[src/include/fsq_cfg.svh]
`ifndef FSQ_CFG_SVH
`define FSQ_CFG_SVH

// number of stream entries
`define FSQ_SIZE 8

// entry index width
`define FSQ_WIDTH $clog2(`FSQ_SIZE)

`define VADDR_SIZE 32

// last-instruction offset inside an 8-instruction block
`define PREDICTION_WIDTH 3

// max instructions retired per cycle
`define COMMIT_WIDTH 4

`endif

[src/hdl/fetch_stream_pkg.sv]
`include "fsq_cfg.svh"

package fetch_stream_pkg;

    // one predicted fetch stream
    typedef struct packed {
        logic [`VADDR_SIZE-1:0]       start_addr;
        logic [`PREDICTION_WIDTH-1:0] size;
        logic                         taken;
        logic [`VADDR_SIZE-1:0]       target;
    } fetch_stream_t;

    typedef enum logic [1:0] {
        CONDITION = 2'd0,
        DIRECT    = 2'd1,
        INDIRECT  = 2'd2,
        CALL      = 2'd3
    } br_type_t;

    // resolved outcome written back by the backend
    typedef struct packed {
        logic                         taken;
        br_type_t                     br_type;
        logic [`VADDR_SIZE-1:0]       target;
        logic [`PREDICTION_WIDTH-1:0] offset;
    } wb_info_t;

endpackage

[src/hdl/fsq_ptr_pkg.sv]
`include "fsq_cfg.svh"

package fsq_ptr_pkg;

    typedef logic [`FSQ_WIDTH-1:0] fsq_idx_t;

    // dir toggles on every wrap of idx
    typedef struct packed {
        logic     dir;
        fsq_idx_t idx;
    } fsq_ptr_t;

    // 0 .. COMMIT_WIDTH
    typedef logic [$clog2(`COMMIT_WIDTH+1)-1:0] commit_num_t;

endpackage

[src/hdl/fsq_commit.sv]
`timescale 1ns/1ps
`include "fsq_cfg.svh"

module fsq_commit
    import fsq_ptr_pkg::*;
    import fetch_stream_pkg::*;
(
    input  logic                   clk,
    input  logic                   rst,
    input  commit_num_t            commit_num,
    input  fsq_ptr_t               head_ptr,
    input  logic                   empty,
    input  logic                   wr_en,
    input  logic                   br_en,
    input  fsq_idx_t               wr_idx,
    input  fsq_idx_t               br_idx,
    input  fetch_stream_t          head_stream,
    input  wb_info_t               head_wb,
    input  logic [`VADDR_SIZE-1:0] br_target,
    output logic                   commit_valid,
    output logic                   update_en,
    output logic [`VADDR_SIZE-1:0] update_start_addr,
    output logic [`VADDR_SIZE-1:0] update_target,
    output logic                   update_taken,
    output logic                   update_pred_error,
    output logic                   squash,
    output logic [`VADDR_SIZE-1:0] squash_target
);
    // room for a full queue of 8-instruction streams
    localparam int CNT_W = $clog2(`FSQ_SIZE << `PREDICTION_WIDTH) + 1;

    logic [CNT_W-1:0]              retired;
    logic [`FSQ_SIZE-1:0]          pred_error;
    logic                          head_error;
    logic [`PREDICTION_WIDTH:0]    inst_cnt;

    assign head_error = pred_error[head_ptr.idx];
    assign inst_cnt = head_error ? head_wb.offset + 1'b1 : head_stream.size + 1'b1;
    assign commit_valid = ~empty & (retired >= CNT_W'(inst_cnt));

    always_ff @(posedge clk or negedge rst) begin
        if (!rst) begin
            retired <= '0;
            pred_error <= '0;
            update_en <= 1'b0;
            squash <= 1'b0;
        end else begin
            retired <= retired + CNT_W'(commit_num) - (commit_valid ? CNT_W'(inst_cnt) : '0);
            // a fresh prediction clears the flag, a backend redirect sets it
            if (wr_en & ~br_en) begin
                pred_error[wr_idx] <= 1'b0;
            end
            if (br_en) begin
                pred_error[br_idx] <= 1'b1;
            end
            update_en <= commit_valid;
            squash <= br_en;
        end
    end

    always_ff @(posedge clk) begin
        update_start_addr <= head_stream.start_addr;
        update_target <= head_error ? head_wb.target : head_stream.target;
        update_taken <= head_error ? head_wb.taken : head_stream.taken;
        update_pred_error <= head_error;
        squash_target <= br_target;
    end

endmodule

[src/hdl/fsq_ctrl.sv]
`timescale 1ns/1ps
`include "fsq_cfg.svh"

module fsq_ctrl
    import fsq_ptr_pkg::*;
    import fetch_stream_pkg::*;
(
    input  logic                         clk,
    input  logic                         rst,
    input  logic                         pred_en,
    input  logic                         pred_redirect,
    input  fsq_ptr_t                     pred_ptr,
    input  fetch_stream_t                pred_stream,
    input  logic                         br_en,
    input  logic                         br_taken,
    input  fsq_ptr_t                     br_ptr,
    input  logic [`PREDICTION_WIDTH-1:0] br_offset,
    input  logic [`VADDR_SIZE-1:0]       br_target,
    input  logic                         take,
    input  logic                         commit_valid,
    input  logic [`VADDR_SIZE-1:0]       br_start_addr,
    output fsq_ptr_t                     stream_ptr,
    output fsq_ptr_t                     search_ptr,
    output fsq_ptr_t                     head_ptr,
    output logic                         bpu_stall,
    output logic                         avail,
    output logic                         empty,
    output logic                         clear,
    output logic                         wr_en,
    output fsq_idx_t                     wr_idx,
    output fetch_stream_t                wr_stream
);
    logic full;
    logic pred_older;
    logic pred_hit_search;

    // a is older than b, taking the wrap into account
    function automatic logic is_older(fsq_ptr_t a, fsq_ptr_t b);
        return (a.dir == b.dir) ? (a.idx < b.idx) : (a.idx > b.idx);
    endfunction

    // dir flips when idx wraps
    function automatic fsq_ptr_t ptr_inc(fsq_ptr_t p);
        return fsq_ptr_t'(p + 1'b1);
    endfunction

    assign full = (head_ptr.idx == stream_ptr.idx) && (head_ptr.dir != stream_ptr.dir);
    assign empty = (head_ptr == stream_ptr);
    assign bpu_stall = full;

    assign pred_older = is_older(pred_ptr, search_ptr);
    // override lands on the search head or on something already handed out
    assign pred_hit_search = pred_redirect & ~br_en & (pred_older | (pred_ptr == search_ptr));

    // no take while the search head is being rewound
    assign avail = (search_ptr != stream_ptr) & ~pred_hit_search;
    assign clear = br_en | (pred_redirect & pred_older);

    always_comb begin
        wr_en = 1'b0;
        wr_idx = stream_ptr.idx;
        wr_stream = pred_stream;
        if (br_en) begin
            wr_en = 1'b1;
            wr_idx = br_ptr.idx;
            wr_stream.start_addr = br_start_addr;
            wr_stream.size = br_offset;
            wr_stream.taken = br_taken;
            wr_stream.target = br_target;
        end else if (pred_redirect) begin
            wr_en = 1'b1;
            wr_idx = pred_ptr.idx;
        end else if (pred_en & ~full) begin
            wr_en = 1'b1;
        end
    end

    always_ff @(posedge clk or negedge rst) begin
        if (!rst) begin
            stream_ptr <= '0;
            search_ptr <= '0;
            head_ptr <= '0;
        end else begin
            if (br_en) begin
                stream_ptr <= ptr_inc(br_ptr);
            end else if (pred_redirect) begin
                stream_ptr <= ptr_inc(pred_ptr);
            end else if (pred_en & ~full) begin
                stream_ptr <= ptr_inc(stream_ptr);
            end

            if (br_en) begin
                search_ptr <= ptr_inc(br_ptr);
            end else if (pred_hit_search) begin
                search_ptr <= pred_ptr;
            end else if (take) begin
                search_ptr <= ptr_inc(search_ptr);
            end

            if (commit_valid) begin
                head_ptr <= ptr_inc(head_ptr);
            end
        end
    end

endmodule

[src/hdl/fsq_fetch.sv]
`timescale 1ns/1ps

module fsq_fetch
    import fsq_ptr_pkg::*;
    import fetch_stream_pkg::*;
(
    input  logic          clk,
    input  logic          rst,
    input  logic          avail,
    input  logic          fetch_ready,
    input  logic          clear,
    input  fsq_ptr_t      search_ptr,
    input  fetch_stream_t entry,
    output logic          fetch_en,
    output fsq_ptr_t      fetch_ptr,
    output fetch_stream_t fetch_stream,
    output logic          take
);
    // slot is free now or frees at this edge
    assign take = avail & ~clear & (~fetch_en | fetch_ready);

    always_ff @(posedge clk or negedge rst) begin
        if (!rst) begin
            fetch_en <= 1'b0;
            fetch_ptr <= '0;
        end else begin
            if (clear) begin
                fetch_en <= 1'b0;
            end else if (take) begin
                fetch_en <= 1'b1;
            end else if (fetch_ready) begin
                fetch_en <= 1'b0;
            end

            if (take) begin
                fetch_ptr <= search_ptr;
            end
        end
    end

    always_ff @(posedge clk) begin
        if (take) begin
            fetch_stream <= entry;
        end
    end

endmodule

[src/hdl/fsq_ram.sv]
`timescale 1ns/1ps
`include "fsq_cfg.svh"

module fsq_ram
    import fsq_ptr_pkg::*;
#(
    parameter type payload_t = logic
) (
    input  logic     clk,
    input  logic     rst,
    input  logic     we,
    input  fsq_idx_t waddr,
    input  payload_t wdata,
    input  fsq_idx_t raddr0,
    input  fsq_idx_t raddr1,
    output payload_t rdata0,
    output payload_t rdata1
);
    payload_t mem [`FSQ_SIZE];

    always_ff @(posedge clk or negedge rst) begin
        if (!rst) begin
            mem <= '{default: '0};
        end else if (we) begin
            mem[waddr] <= wdata;
        end
    end

    // reads see the array directly, no read latency
    assign rdata0 = mem[raddr0];
    assign rdata1 = mem[raddr1];

endmodule

[src/hdl/fsq_top.sv]
`timescale 1ns/1ps
`include "fsq_cfg.svh"

module fsq_top
    import fsq_ptr_pkg::*;
    import fetch_stream_pkg::*;
(
    input  logic                         clk,
    input  logic                         rst,
    input  logic                         pred_en,
    input  logic                         pred_redirect,
    input  fsq_ptr_t                     pred_ptr,
    input  fetch_stream_t                pred_stream,
    output fsq_ptr_t                     stream_ptr,
    output logic                         bpu_stall,
    output logic                         fetch_en,
    output fsq_ptr_t                     fetch_ptr,
    output fetch_stream_t                fetch_stream,
    input  logic                         fetch_ready,
    output logic                         fetch_flush,
    input  logic                         br_en,
    input  fsq_ptr_t                     br_ptr,
    input  logic [`PREDICTION_WIDTH-1:0] br_offset,
    input  logic                         br_taken,
    input  logic [`VADDR_SIZE-1:0]       br_target,
    input  br_type_t                     br_type,
    input  commit_num_t                  commit_num,
    output logic                         squash,
    output logic [`VADDR_SIZE-1:0]       squash_target,
    output logic                         update_en,
    output logic [`VADDR_SIZE-1:0]       update_start_addr,
    output logic [`VADDR_SIZE-1:0]       update_target,
    output logic                         update_taken,
    output logic                         update_pred_error
);
    fsq_ptr_t      search_ptr;
    fsq_ptr_t      head_ptr;
    logic          avail;
    logic          empty;
    logic          clear;
    logic          take;
    logic          commit_valid;
    logic          wr_en;
    fsq_idx_t      wr_idx;
    fetch_stream_t wr_stream;
    fetch_stream_t head_stream;
    fetch_stream_t search_stream;
    wb_info_t      head_wb;

    assign fetch_flush = br_en;

    fsq_ctrl u_fsq_ctrl (
        .clk           (clk),
        .rst           (rst),
        .pred_en       (pred_en),
        .pred_redirect (pred_redirect),
        .pred_ptr      (pred_ptr),
        .pred_stream   (pred_stream),
        .br_en         (br_en),
        .br_taken      (br_taken),
        .br_ptr        (br_ptr),
        .br_offset     (br_offset),
        .br_target     (br_target),
        .take          (take),
        .commit_valid  (commit_valid),
        .br_start_addr (search_stream.start_addr),
        .stream_ptr    (stream_ptr),
        .search_ptr    (search_ptr),
        .head_ptr      (head_ptr),
        .bpu_stall     (bpu_stall),
        .avail         (avail),
        .empty         (empty),
        .clear         (clear),
        .wr_en         (wr_en),
        .wr_idx        (wr_idx),
        .wr_stream     (wr_stream)
    );

    // port 1 serves the redirected entry while br_en blocks any take
    fsq_ram #(.payload_t(fetch_stream_t)) u_stream_ram (
        .clk    (clk),
        .rst    (rst),
        .we     (wr_en),
        .waddr  (wr_idx),
        .wdata  (wr_stream),
        .raddr0 (head_ptr.idx),
        .raddr1 (br_en ? br_ptr.idx : search_ptr.idx),
        .rdata0 (head_stream),
        .rdata1 (search_stream)
    );

    fsq_ram #(.payload_t(wb_info_t)) u_wb_ram (
        .clk    (clk),
        .rst    (rst),
        .we     (br_en),
        .waddr  (br_ptr.idx),
        .wdata  ({br_taken, br_type, br_target, br_offset}),
        .raddr0 (head_ptr.idx),
        .raddr1 (head_ptr.idx),
        .rdata0 (head_wb),
        .rdata1 ()
    );

    fsq_fetch u_fsq_fetch (
        .clk          (clk),
        .rst          (rst),
        .avail        (avail),
        .fetch_ready  (fetch_ready),
        .clear        (clear),
        .search_ptr   (search_ptr),
        .entry        (search_stream),
        .fetch_en     (fetch_en),
        .fetch_ptr    (fetch_ptr),
        .fetch_stream (fetch_stream),
        .take         (take)
    );

    fsq_commit u_fsq_commit (
        .clk               (clk),
        .rst               (rst),
        .commit_num        (commit_num),
        .head_ptr          (head_ptr),
        .empty             (empty),
        .wr_en             (wr_en),
        .br_en             (br_en),
        .wr_idx            (wr_idx),
        .br_idx            (br_ptr.idx),
        .head_stream       (head_stream),
        .head_wb           (head_wb),
        .br_target         (br_target),
        .commit_valid      (commit_valid),
        .update_en         (update_en),
        .update_start_addr (update_start_addr),
        .update_target     (update_target),
        .update_taken      (update_taken),
        .update_pred_error (update_pred_error),
        .squash            (squash),
        .squash_target     (squash_target)
    );

endmodule

[config.mk]
export PLATFORM = sky130hd
export DESIGN_NAME = fsq_top
export DESIGN_NICKNAME = d
export VERILOG_FILES = /design/src/hdl/fetch_stream_pkg.sv /design/src/hdl/fsq_ptr_pkg.sv /design/src/hdl/fsq_commit.sv /design/src/hdl/fsq_ctrl.sv /design/src/hdl/fsq_fetch.sv /design/src/hdl/fsq_ram.sv /design/src/hdl/fsq_top.sv
export VERILOG_INCLUDE_DIRS = /design/src /design/src/include
export SDC_FILE = /design/constraint.sdc
export NUM_CORES = 2
export LEC_CHECK = 0
export BUFFER_PORTS_ARGS = -buffer_cell sky130_fd_sc_hd__buf_2
export CAP_MARGIN = 25
export CORE_ASPECT_RATIO = 1.5
export CORE_MARGIN = 4
export CORE_UTILIZATION = 57
export CTS_BUF_LIST = sky130_fd_sc_hd__clkbuf_8
export CTS_CLUSTER_SIZE = 25
export DETAILED_ROUTE_END_ITERATION = 8
export PLACE_DENSITY_LB_ADDON = 0.05
export SYNTH_ARGS = -nofsm -noshare
export SYNTH_HDL_FRONTEND = slang
export SYNTH_SLANG_ARGS = --single-unit
[constraint.sdc]
create_clock -name clk -period 5.4 [get_ports clk]
set_input_delay 0.54 -clock clk [delete_from_list [all_inputs] [get_ports clk]]
set_output_delay 0.54 -clock clk [all_outputs]
set_load 0.01 [all_outputs]
==> impl_summary.txt <==
----------------------------------------------------
[Power]
  Total power divided by cell area ... 601 nW/um2
  Switching power summed over all nets ... 12.5 mW
  Internal power ... 20.8 mW
  Post-layout total power ... 33.2 mW
  Reported leakage power ... 23.7 nW
  Peak ir drop on the vdd network ... 421 uV
  Relative contribution of the clock network to total power ... 19.1%
  Combinational share of power ... 41.8%
  Switching part of the total power ... 37.5%
  Sequential group share of total power ... 39.0%

[Final layout]
  Synthesis-to-finish area growth ... 12.1%
  Count of filler cells inserted in the layout ... 7018
  Layout cells sized above 1 ... 25.6%
  Number of nets in the layout ... 4942

[Setup path]
  Launch point of the worst reg-to-reg path ... u_fsq_ctrl.head_ptr[0]
  Worst setup startpoint ... u_fsq_ctrl.head_ptr[0]
  Worst setup path class ... reg2reg
  Worst stage delay on the critical path ... 540 ps
  Maximum net fanout on the critical path ... 6
  Reg-to-reg setup timing slack ... 190 ps
  Required time of the worst setup path ... 6130 ps
  Endpoint of the most critical register-to-register path ... u_fsq_commit.retired[6]
  Cell with the largest stage delay on the worst path ... sky130_fd_sc_hd__mux4_2
  Cell breakdown of the critical path ... mux4_2, mux2i_4, mux2i_1, mux2_4, inv_1, ha_1, xor2_2, ha_4, a21oi_2, nor2b_1, o31ai_1, a32oi_2, and2_1, ha_1, inv_1, ha_1, fa_2, a21o_1, a21oi_2, inv_1, a21oi_1, o21bai_1, xnor2_1
  Worst Reg-to-Reg Cells ... 23
  Element type at the critical path end ... register
  Last element of the critical path ... u_fsq_commit.retired[6]
  Data arrival time at the worst-slack endpoint ... 5930 ps
  Crit start category ... register

[Synthesis]
  Post-synth EDFFs ... 68
  Syn Nets ... 4706
  Distinct cell type count of the synthesized netlist ... 60
  Seq/Total Area, Yosys ... 52.0%
  Yosys Warn Count ... 0
  Top cells by area, synth ... sky130_fd_sc_hd__dfrtp_1, sky130_fd_sc_hd__mux4_2, sky130_fd_sc_hd__mux2_2
  Mapped Avg Cell Area ... 10.8 um2
  #FFs+latches synth ... 1032
  Post-synth top area share ... 43.9%
  Synthesized instance count ... 4557
  Cell area after synthesis ... 49400 um2
  Most common flop cell mapped by yosys ... sky130_fd_sc_hd__dfrtp_1
  Async set or reset register ratio after synthesis ... 83.9%
  Synth area leader ... sky130_fd_sc_hd__dfrtp_1

[Die]
  Initial core utilization ... 57.7%
  Floorplan die height ... 368 um
  Area of the core region ... 85600 um2
  Rows ... 131
  # IOs ... 302
  Total Die Area ... 91500 um2
  DIE WIDTH ... 248 um

[Clock tree]
  Number of clock sinks seen by CTS ... 1032
  H-Tree Depth ... 4
  Cell chosen for the clock root ... sky130_fd_sc_hd__clkbuf_8
  Later-pin clock latency in the skew report ... 860 ps
  Clock transition at path regs ... 60 ps
  Clock tree from TritonCTS ... done
  Maximum buffer depth of the clock tree ... 3
  Number of buffers created by CTS ... 159

[Timing]
  Clock skew after layout ... 33.5 ps
  Max-slew violation count ... 0
  Maximum frequency from static timing analysis ... 192 MHz
  Final Cycle Share ... 96.4%
  Worst setup slack after layout ... 194 ps
  Final Hold Vio Count ... 0
  Post-route minimum period ... 5210 ps
  Slew HR ... 27.2%
  Final-report setup violation count ... 0
  Pin slew with the least headroom to its limit ... 1090 ps

[Drt]
  Via density per instance ... 6.15
  Detailed Route Iter0 Violations ... 2889
  Routed wire length ... 142000 um
  Count of TritonRoute iterations in the first routing pass ... 6
  ANT nets after route ... 0
  Vias ... 37277
  Residual DRC count ... 0
  Routed WL per cell ... 23.5 um

[Run status]
  Run status ... completed

[GRT]
  GRT Residual Overflow ... 0
  Initial antenna violation count ... 11
  Via count of the first global-routing pass ... 37941
  Global-route usage over all layers ... 31.4%
  Wire length of the first global-routing pass ... 220000 um
  Maximum number of pins on one net before global-route repair ... 140

[Place]
  GPL Wtd Cong ... 0.807
  Post-place setup slack ... 134 ps
  Number of port buffers ... 299
  Half-perimeter wire length of the detailed placement result ... 82800 um

[Job]
  Max-cap viol count ... 0

[Min path]
  Path category of the worst min-delay check ... in2reg

----------------------------------------------------
## power groups by stage
| stage | logic, mW | registers (mW) | clock network (mW) |
|---|---|---|---|
| after floorplan | 9.92 | 12.6 | 0 |
| after global placement | 13.5 | 12.9 | 0 |
| after detailed placement | 13.8 | 13.0 | 0 |
| after CTS | 13.8 | 12.9 | 6.51 |
| after global routing | 15.3 | 13.3 | 6.86 |
| final | 13.9 | 13.0 | 6.36 |
## stage by stage
step                util [%]  cells  hold WS, ps  area [um2]  TNS [ps]
detailed placement      60.4   5713          487       51700         0
finish                  64.7   6060         80.7       55300         0
global route            64.6   6054         49.0       55300     -58.5
floorplan                  -   4557          244       49400         0
global placement        60.3   5711          481       51600         0
CTS                     64.5   6048         1.93       55200         0
## routing by layer
layer | GRT usage (%) | vias to the layer above | share of wire [%]
met3 | 6.41 | 353 | 6.7
met2 | 53.2 | 1380 | 51
met4 | 12.7 | 6 | 4.1
met5 | 0 | - | 0.033
met1 | 39.6 | 18758 | 39
li1 | - | 16780 | -
## final cells by class
class | instances | area [um2] | share of cell area (%)
well taps | 1130 | 1410 | 2.56
clock inverters | 98 | 445 | 0.805
multi-input cells | 3138 | 22000 | 39.8
diodes | 7 | 17.5 | 0.0317
flip-flops and latches | 1032 | 25700 | 46.4
clock buffers | 193 | 2660 | 4.80
repair buffers | 434 | 2960 | 5.34
inverters | 28 | 108 | 0.195
## cells by family (layout without fill, tap and decap cells)
family                   after synthesis  after routing  share of synthesized area, %
AO/OA/AOI/OAI                       1008           1008                          11.6
XOR/XNOR                              24             24                         0.426
adder cells (fa/ha/maj)               26             26                         0.705
buffers and inverters                387            753                          3.68
flip-flops                          1032           1032                          52.0
multiplexers                         623            623                          19.7
other                                  0              7                             0
AND/OR/NAND/NOR                     1457           1457                          11.9
## flip-flops by register name, summed over array words and instances, names as in the netlist, 7 cells and up
signal                          cells
u_wb_ram.mem                      288
u_fsq_commit.squash_target         32
u_fsq_commit.pred_error             8
u_fsq_commit.update_start_addr     32
u_fsq_fetch.fetch_stream           68
u_fsq_commit.update_target         32
u_stream_ram.mem                  544
u_fsq_commit.retired                7
## Yosys cell counts (all sizes together), types with 8 or more instances
cell / instances
nand3: 189
clkbuf: 164
buf: 195
dfxtp: 98
inv: 28
a31oi: 33
mux4: 243
a211oi: 32
nand2: 510
a21oi: 481
nor3: 8
mux2: 333
nor2: 705
xor2: 15
o22ai: 127
ha: 23
a22oi: 64
and3: 11
o21ai: 247
mux2i: 47
edfxtp: 68
dfrtp: 866
xnor2: 9
## repair_timing
action,CTS,global route
endpoints found under the hold margin,292,0
endpoints found under the setup margin,0,2
setup buffers,0,4
gates resized for setup,0,7
hold buffers,44,0
## critical path: cells and delay by family (launching register included)
family                     cells  cell delay (ps)
muxes                          4             1340
AOI/OAI and AO/OA              7             1210
DFF                            1              440
xor gates and xnor gates       2              360
buffers and inverters          3              140
adders and majority gates      5             1340
and+or+nand+nor                2              270
## cells in the final DEF (no fill, tap or decap), drive strengths merged, types with 5 or more instances in the layout
cell type and count:
a211oi 32, a21oi 481, a22oi 64, a31oi 33, and3 11, buf 390
clkbuf 193, clkinv 26, dfrtp 866, dfxtp 98, diode 7, dlygate4sd3 44
edfxtp 68, ha 23, inv 97, mux2 333, mux2i 47, mux4 243
nand2 510, nand2b 5, nand3 189, nor2 705, nor2b 7, nor3 8
o21ai 247, o22ai 127, xnor2 9, xor2 15
## worst min-delay path by stage
stage,from,endpoint,slack (ps),cells past startpoint
global placement,u_stream_ram.mem[94],u_stream_ram.mem[94],480,2
floorplan,rst,u_fsq_commit.pred_error[0],240,0
detailed placement,u_wb_ram.mem[65],u_wb_ram.mem[65],490,1
global route,pred_stream[38],u_stream_ram.mem[310],50,3
finish,pred_stream[52],u_stream_ram.mem[188],80,3
CTS,pred_stream[38],u_stream_ram.mem[310],2,3
Power figures use the tool's default switching activity.
